--- config.mk ---
export PLATFORM = sky130hd
export DESIGN_NAME = vga_control
export DESIGN_NICKNAME = d
export VERILOG_FILES = /design/src/hdl/vga_pkg.sv /design/src/hdl/vga_control.sv /design/src/hdl/vga_output.sv /design/src/hdl/vga_pattern.sv /design/src/hdl/vga_timing.sv
export SDC_FILE = /design/constraint.sdc
export NUM_CORES = 1
export LEC_CHECK = 0
export ABC_AREA = 1
export BUFFER_PORTS_ARGS = -buffer_cell sky130_fd_sc_hd__buf_2
export CORE_MARGIN = 10
export CORE_UTILIZATION = 50
export CTS_CLUSTER_DIAMETER = 200
export DETAILED_ROUTE_END_ITERATION = 8
export GPL_TIMING_DRIVEN = 0
export PLACE_DENSITY_LB_ADDON = 0.3
export SYNTH_ARGS = -nofsm -noshare
export SYNTH_HDL_FRONTEND = slang
export SYNTH_SLANG_ARGS = --single-unit
--- constraint.sdc ---
create_clock -name clk -period 4.16 [get_ports clk]
set_input_delay 0.208 -clock clk [delete_from_list [all_inputs] [get_ports clk]]
set_output_delay 0.208 -clock clk [all_outputs]
set_load 0.02 [all_outputs]
--- src/hdl/vga_pkg.sv ---
`default_nettype none

package vga_pkg;

    typedef logic [9:0] pixel_coord_t;             // raster counter value, h or v
    typedef logic [3:0] color_t;                   // one rgb channel

    // channel levels
    localparam color_t COLOR_FULL = 4'hf;
    localparam color_t COLOR_OFF  = 4'h0;

    // raster periods in pixel ticks and lines
    localparam pixel_coord_t H_TOTAL = 10'd800;
    localparam pixel_coord_t V_TOTAL = 10'd525;

    // sync high while count below these
    localparam pixel_coord_t H_SYNC_END = 10'd96;
    localparam pixel_coord_t V_SYNC_END = 10'd2;

    // visible window, inclusive bounds
    localparam pixel_coord_t H_VIS_FIRST = 10'd144;
    localparam pixel_coord_t H_VIS_LAST  = 10'd783;
    localparam pixel_coord_t V_VIS_FIRST = 10'd35;
    localparam pixel_coord_t V_VIS_LAST  = 10'd514;

    // yellow panel, everything else white
    localparam pixel_coord_t PANEL_H_FIRST = 10'd324;
    localparam pixel_coord_t PANEL_H_LAST  = 10'd603;
    localparam pixel_coord_t PANEL_V_FIRST = 10'd135;
    localparam pixel_coord_t PANEL_V_LAST  = 10'd413;

    // band a rows carry two short marks
    localparam pixel_coord_t BAND_A_V_FIRST = 10'd205;
    localparam pixel_coord_t BAND_A_V_LAST  = 10'd216;

    // band b rows carry one long bar
    localparam pixel_coord_t BAND_B_V_FIRST = 10'd305;
    localparam pixel_coord_t BAND_B_V_LAST  = 10'd309;

    // mark columns; band b spans left first to right last
    localparam pixel_coord_t MARK_L_H_FIRST = 10'd371;
    localparam pixel_coord_t MARK_L_H_LAST  = 10'd382;
    localparam pixel_coord_t MARK_R_H_FIRST = 10'd545;
    localparam pixel_coord_t MARK_R_H_LAST  = 10'd556;

endpackage

`default_nettype wire

--- src/hdl/vga_control.sv ---
`timescale 1ns/1ps
`default_nettype none

module vga_control #(
    parameter int CLK_DIV = 4                      // 100 MHz in, 25 MHz pixels
) (
    input  wire             clk,
    input  wire             reset,
    output vga_pkg::color_t r,
    output vga_pkg::color_t g,
    output vga_pkg::color_t b,
    output logic            horizontal_sync,
    output logic            vertical_sync
);

    logic                  pixel_tick;
    vga_pkg::pixel_coord_t h_count;
    vga_pkg::pixel_coord_t v_count;
    logic                  h_sync_raw;
    logic                  v_sync_raw;
    vga_pkg::color_t       red_p;
    vga_pkg::color_t       green_p;
    vga_pkg::color_t       blue_p;
    logic                  h_sync_p;
    logic                  v_sync_p;
    logic                  visible_p;

    // raster position and sync
    vga_timing #(.CLK_DIV(CLK_DIV)) vga_timing_i (
        .clk(clk), .reset(reset), .pixel_tick(pixel_tick),
        .h_count(h_count), .v_count(v_count),
        .h_sync_raw(h_sync_raw), .v_sync_raw(v_sync_raw)
    );

    // picture lookup, one pixel behind the counters
    vga_pattern vga_pattern_i (
        .clk(clk), .reset(reset), .pixel_tick(pixel_tick),
        .h_count(h_count), .v_count(v_count),
        .h_sync_raw(h_sync_raw), .v_sync_raw(v_sync_raw),
        .red_p(red_p), .green_p(green_p), .blue_p(blue_p),
        .h_sync_p(h_sync_p), .v_sync_p(v_sync_p), .visible_p(visible_p)
    );

    // blanking and pin registers, two pixels behind
    vga_output vga_output_i (
        .clk(clk), .reset(reset), .pixel_tick(pixel_tick),
        .red_p(red_p), .green_p(green_p), .blue_p(blue_p),
        .h_sync_p(h_sync_p), .v_sync_p(v_sync_p), .visible_p(visible_p),
        .r(r), .g(g), .b(b),
        .horizontal_sync(horizontal_sync), .vertical_sync(vertical_sync)
    );

endmodule

`default_nettype wire

--- src/hdl/vga_output.sv ---
`timescale 1ns/1ps
`default_nettype none

module vga_output (
    input  wire             clk,
    input  wire             reset,
    input  wire             pixel_tick,
    input  vga_pkg::color_t red_p,
    input  vga_pkg::color_t green_p,
    input  vga_pkg::color_t blue_p,
    input  wire             h_sync_p,
    input  wire             v_sync_p,
    input  wire             visible_p,
    output vga_pkg::color_t r,                     // pins, all straight from flops
    output vga_pkg::color_t g,
    output vga_pkg::color_t b,
    output logic            horizontal_sync,
    output logic            vertical_sync
);

    logic blank_q;                                 // pins forced dark this pixel

    always_ff @(posedge clk)
    begin
        if (reset)
        begin
            r               <= '0;
            g               <= '0;
            b               <= '0;
            horizontal_sync <= 1'b0;
            vertical_sync   <= 1'b0;
            blank_q         <= 1'b1;               // dark out of reset
        end
        else if (pixel_tick)
        begin
            r               <= visible_p ? red_p   : vga_pkg::COLOR_OFF;
            g               <= visible_p ? green_p : vga_pkg::COLOR_OFF;
            b               <= visible_p ? blue_p  : vga_pkg::COLOR_OFF;
            horizontal_sync <= h_sync_p;           // polarity unchanged
            vertical_sync   <= v_sync_p;
            blank_q         <= !visible_p;
        end
    end

    // porches and sync intervals must show black
    a_blank_dark: assert property (@(posedge clk) disable iff (reset)
        blank_q |-> (r == vga_pkg::COLOR_OFF) && (g == vga_pkg::COLOR_OFF)
                 && (b == vga_pkg::COLOR_OFF));

endmodule

`default_nettype wire

--- src/hdl/vga_pattern.sv ---
`timescale 1ns/1ps
`default_nettype none

module vga_pattern (
    input  wire                   clk,
    input  wire                   reset,
    input  wire                   pixel_tick,
    input  vga_pkg::pixel_coord_t h_count,
    input  vga_pkg::pixel_coord_t v_count,
    input  wire                   h_sync_raw,
    input  wire                   v_sync_raw,
    output vga_pkg::color_t       red_p,
    output vga_pkg::color_t       green_p,
    output vga_pkg::color_t       blue_p,
    output logic                  h_sync_p,        // aligned with color
    output logic                  v_sync_p,
    output logic                  visible_p        // pixel lies in 640x480 window
);

    logic            in_panel;                     // yellow region
    logic            in_band_a;                    // rows with two marks
    logic            in_band_b;                    // rows with the bar
    logic            on_mark_l;                    // left mark column
    logic            on_mark_r;                    // right mark column
    logic            on_bar;                       // bar columns, left to right mark
    logic            is_black;
    logic            in_window;
    vga_pkg::color_t red_n;
    vga_pkg::color_t green_n;
    vga_pkg::color_t blue_n;

    // region decode from the current position
    assign in_panel  = (h_count >= vga_pkg::PANEL_H_FIRST) && (h_count <= vga_pkg::PANEL_H_LAST)
                    && (v_count >= vga_pkg::PANEL_V_FIRST) && (v_count <= vga_pkg::PANEL_V_LAST);
    assign in_band_a = (v_count >= vga_pkg::BAND_A_V_FIRST) && (v_count <= vga_pkg::BAND_A_V_LAST);
    assign in_band_b = (v_count >= vga_pkg::BAND_B_V_FIRST) && (v_count <= vga_pkg::BAND_B_V_LAST);
    assign on_mark_l = (h_count >= vga_pkg::MARK_L_H_FIRST) && (h_count <= vga_pkg::MARK_L_H_LAST);
    assign on_mark_r = (h_count >= vga_pkg::MARK_R_H_FIRST) && (h_count <= vga_pkg::MARK_R_H_LAST);
    assign on_bar    = (h_count >= vga_pkg::MARK_L_H_FIRST) && (h_count <= vga_pkg::MARK_R_H_LAST);

    assign is_black  = (in_band_a && (on_mark_l || on_mark_r)) || (in_band_b && on_bar);

    assign in_window = (h_count >= vga_pkg::H_VIS_FIRST) && (h_count <= vga_pkg::H_VIS_LAST)
                    && (v_count >= vga_pkg::V_VIS_FIRST) && (v_count <= vga_pkg::V_VIS_LAST);

    // color rule, marks win over the panel
    always_comb
    begin
        red_n   = vga_pkg::COLOR_FULL;             // white by default
        green_n = vga_pkg::COLOR_FULL;
        blue_n  = vga_pkg::COLOR_FULL;
        if (in_panel && is_black)
        begin
            red_n   = vga_pkg::COLOR_OFF;
            green_n = vga_pkg::COLOR_OFF;
            blue_n  = vga_pkg::COLOR_OFF;
        end
        else if (in_panel)
        begin
            blue_n  = vga_pkg::COLOR_OFF;          // yellow, red plus green
        end
    end

    // stage register, loads once per pixel
    always_ff @(posedge clk)
    begin
        if (reset)
        begin
            red_p     <= '0;
            green_p   <= '0;
            blue_p    <= '0;
            h_sync_p  <= 1'b0;
            v_sync_p  <= 1'b0;
            visible_p <= 1'b0;
        end
        else if (pixel_tick)
        begin
            red_p     <= red_n;
            green_p   <= green_n;
            blue_p    <= blue_n;
            h_sync_p  <= h_sync_raw;               // sync follows the color by one stage
            v_sync_p  <= v_sync_raw;
            visible_p <= in_window;
        end
    end

    // the picture holds no pure blue or cyan
    a_no_blue_without_red: assert property (@(posedge clk) disable iff (reset)
        (blue_p != vga_pkg::COLOR_OFF) |-> (red_p != vga_pkg::COLOR_OFF));

endmodule

`default_nettype wire

--- src/hdl/vga_timing.sv ---
`timescale 1ns/1ps
`default_nettype none

module vga_timing #(
    parameter int CLK_DIV = 4                      // clk cycles per pixel
) (
    input  wire                  clk,
    input  wire                  reset,
    output logic                 pixel_tick,       // one clk wide, once per pixel
    output vga_pkg::pixel_coord_t h_count,
    output vga_pkg::pixel_coord_t v_count,
    output logic                 h_sync_raw,       // positive sync, unregistered
    output logic                 v_sync_raw
);

    localparam int DIV_W = $clog2(CLK_DIV);        // divider width

    logic [DIV_W-1:0] div_count;                   // 0 .. CLK_DIV-1
    logic             h_wrap;                      // last pixel of a line

    // a divide by one would leave no gap between ticks
    if (CLK_DIV < 2) begin : g_div_check
        $error("vga_timing: CLK_DIV must be at least 2");
    end

    assign pixel_tick = (div_count == DIV_W'(CLK_DIV - 1));
    assign h_wrap     = (h_count == vga_pkg::H_TOTAL - 10'd1);

    // pixel strobe divider
    always_ff @(posedge clk)
    begin
        if (reset)
        begin
            div_count <= '0;
        end
        else if (pixel_tick)
        begin
            div_count <= '0;                       // restart period
        end
        else
        begin
            div_count <= div_count + 1'b1;
        end
    end

    // raster counters, both advance only on a tick
    always_ff @(posedge clk)
    begin
        if (reset)
        begin
            h_count <= '0;
            v_count <= '0;
        end
        else if (pixel_tick)
        begin
            if (h_wrap)
            begin
                h_count <= '0;                     // new line
                if (v_count == vga_pkg::V_TOTAL - 10'd1)
                begin
                    v_count <= '0;                 // new frame
                end
                else
                begin
                    v_count <= v_count + 10'd1;
                end
            end
            else
            begin
                h_count <= h_count + 10'd1;
            end
        end
    end

    assign h_sync_raw = (h_count < vga_pkg::H_SYNC_END);  // high at start of line
    assign v_sync_raw = (v_count < vga_pkg::V_SYNC_END);  // first two lines

    // counters never reach their period value
    a_counts_in_range: assert property (@(posedge clk) disable iff (reset)
        (h_count < vga_pkg::H_TOTAL) && (v_count < vga_pkg::V_TOTAL));

    // strobe is isolated, downstream stages rely on it
    a_tick_single: assert property (@(posedge clk) disable iff (reset)
        pixel_tick |=> !pixel_tick);

endmodule

`default_nettype wire

==> results.txt <==
status = finished clean
top-count cell post-synth = nand2_1
vias per cell = 5.265
GRT overflow = 0
pin count of the biggest net entering global routing = 11
CP most frequent cell = inv_1
GRT busiest layer = met2
initial antenna violation count = 0
P per Cell Area = 276.5 nW/µm²
first-pass GRT wire length = 8894 µm
max frequency = 0.5803 GHz
P_sw = 0.1400 mW
P_leak = 1.098 nW
DR iter-0 viols = 216
clock-pin slew on the worst setup and hold paths = 70 ps
Synth async-reset ratio = 0
die footprint = 7151 µm²
Crit Reg-Reg Startpoint = vga_timing_i.v_count[0]$_SDFFE_PP0P_
Crit. Startpoint = vga_timing_i.v_count[0]$_SDFFE_PP0P_
Initial Utilization = 0.5174
sequential fraction of design power = 0.473
met3 Use GR = 0.03188
H-Tree Depth = 2
Ports = 16
top cells by instance count after synthesis = nand2_1 (77), inv_1 (40), nor2_1 (36), dfxtp_1 (31)
TritonCTS buffer count = 5
Root Buffer = clkbuf_8
Net Count, Synth = 327
cts hold-fix bufs = 0
sw frac = 0.2164
CTS tree = done
reg2reg setup slack = 2440 ps
unrepaired setup endpoints after global routing = false
Clock Power Share = 0.483
Req. time, crit path = 4390 ps
final setup fails = 0
Max IR drop VDD = 170.7 µV
global-route met1 utilization = 0.1697
area leader, netlist = dfxtp_1
Tightest Pin Transition = 501.1 ps
post-synthesis sequential area ratio = 0.2977
Total Wirelength = 5135 µm
Tcrit/Tclk final = 0.4143
top post-synthesis cells by area = dfxtp_1 (30%), nand2_1 (14%), inv_1 (7.2%)
final hold vios = 0
DP HPWL = 4045 µm
die height = 84.57 µm
post-synth cell types = 34
n_diodes = 0
Routed Antenna Nets = 0
CP Cell Sequence = inv_1, ha_1, inv_1, nand2_1, o21ai_0, nand2_1, a21oi_1, o21ai_0, inv_1
Seq cells post-synth = 31
Layout area overhead = 12.24%
Worst EP arrival = 1960 ps
Max Clock Skew = 9.096 ps
Tot GR Track Use = 0.1457
slowest stage delay, CP = 430 ps
clock buffer depth = 2
hold path depth = 4
Min Hold Slack = 276.8 ps
share of layout cells above drive strength 1 = 0.1445
DR pass1 iterations = 4
die width = 84.57 µm
cell area after synthesis = 2084 µm²
Post-Synthesis Mean Instance Area = 6.597 µm²
row count = 23
Via Count = 2048
worst-path fanout max = 5
Cells after Synth = 316
GPL Wtd Cong = 0.9420
# fillers = 411
RR Endpoint = vga_pattern_i.blue_p[2]$_SDFFE_PP0P_
Worst setup SP type = register
Max Cap Viol = 0
HP Class = in2reg
EDFF count, synth = 0
slew margin rel. = 0.6659
post-CTS setup repair buffer count = 0
clk_lat worst skew = 290 ps
synth warn = 0
routed len/inst = 13.20 µm
Worst setup endpoint = vga_pattern_i.blue_p[2]$_SDFFE_PP0P_
vias in the first global route = 1975
R2R cell count = 9
Port Buf Inserts = 15
Comb pwr share = 0.044
post-CTS sizing = 0
total negative slack = 0 ps
DR DRC count = 0
Clock Sinks = 31
Synth Flop Type = dfxtp_1
final slew viol count = 0
slowest CP cell = dfxtp_1
worst setup path category = reg2reg
Final nets = 349
min cycle time layout = 1723 ps
Core Region = 4029 µm²
post-synth top area share = 0.2977
Design Power = 0.6470 mW
CP endpoint kind = register
met2 usage = 0.2553
Pint = 0.5070 mW
placed cells by master (no fill, tap or decap), types with 2 or more instances in the layout:
cell type / synthesis / final
nand2_1: 77 / 77
inv_1: 40 / 40
nor2_1: 36 / 36
dfxtp_1: 31 / 31
a21oi_1: 20 / 20
nand3_1: 20 / 20
o21ai_0: 17 / 17
buf_2: 0 / 15
buf_4: 11 / 11
nand4_1: 11 / 11
nor3_1: 10 / 10
ha_1: 9 / 9
clkbuf_8: 1 / 7
xor2_1: 5 / 5
nand2_2: 3 / 3
clkinv_2: 1 / 2
nand3_4: 2 / 2
nand3b_1: 2 / 2
nor3b_1: 2 / 2
o211ai_1: 2 / 2
a22o_1: 2 / 2
state kept, by name, summed over array words and instances (netlist names):
name / cells
vga_pattern_i.visible_p: 1
vga_pattern_i.blue_p: 1
vga_pattern_i.v_sync_p: 1
vga_output_i.r: 1
vga_output_i.b: 1
vga_timing_i.v_count: 10
vga_pattern_i.red_p: 1
vga_pattern_i.h_sync_p: 1
vga_output_i.vertical_sync: 1
vga_output_i.horizontal_sync: 1
vga_timing_i.div_count: 2
vga_timing_i.h_count: 10
layout make-up:
type	instances	area, µm²	area share
flip-flops and latches	31	620.6	0.2652
plain buffers	14	111.4	0.04759
clock buffers	6	82.58	0.03529
well taps	50	62.56	0.02674
multi-input cells	227	1181	0.5048
clock inverters	2	35.03	0.01497
repair buffers	15	75.07	0.03209
inverters	44	171.4	0.07326
kinds of logic (layout without fill, tap and decap cells):
family          count (synthesis)  after routing  synth area share
fa+ha+maj                       9              9           0.05402
xor+xnor                        6              6           0.02521
simple gates                  168            168            0.3728
flops                          31             31            0.2977
buf+inv                        58             81            0.1356
compound gates                 44             44            0.1147
stage by stage:
| stage | util | setup slack (ps) | cell area, µm² | std cells |
|---|---|---|---|---|
| floorplan | - | 2769 | 2085 | 316 |
| global placement | 0.5516 | 2483 | 2222 | 381 |
| detailed placement | 0.5516 | 2490 | 2222 | 381 |
| CTS | 0.5807 | 2467 | 2340 | 389 |
| global route | 0.5807 | 2251 | 2340 | 389 |
| finish | 0.5807 | 2437 | 2340 | 389 |
worst min-delay path by stage:
stage | from | end | slack, ps
floorplan | vga_timing_i.div_count[0]$_SDFF_PP0_ | vga_timing_i.div_count[0]$_SDFF_PP0_ | 400
global placement | vga_timing_i.div_count[0]$_SDFF_PP0_ | vga_timing_i.div_count[0]$_SDFF_PP0_ | 420
detailed placement | vga_timing_i.div_count[0]$_SDFF_PP0_ | vga_timing_i.div_count[0]$_SDFF_PP0_ | 430
CTS | reset | vga_timing_i.h_count[1]$_SDFFE_PP0P_ | 270
global route | reset | vga_timing_i.h_count[1]$_SDFFE_PP0P_ | 310
finish | reset | vga_timing_i.h_count[1]$_SDFFE_PP0P_ | 280
critical path, delay by kind of cell, from the launching register on:
family | cells | cell delay [ps]
fa+ha+maj | 1 | 290
flops | 1 | 430
compound gates | 3 | 500
buf+inv | 3 | 310
simple gates | 2 | 140
routing by layer:
| metal | share of wire | vias to the layer above |
|---|---|---|
| met3 | 0.040 | 13 |
| met1 | 0.44 | 937 |
| met5 | 0 | - |
| li1 | - | 1056 |
| met2 | 0.49 | 42 |
| met4 | 0.026 | 0 |
power groups by stage:
stage	logic, mW	clock network, mW	registers [mW]
after CTS	0.0290	0.316	0.306
final	0.0286	0.312	0.306
after floorplan	0.0215	0	0.312
after global placement	0.0279	0	0.313
after global routing	0.0331	0.331	0.306
after detailed placement	0.0287	0	0.313
No activity file was read; power rests on OpenSTA's default activity.
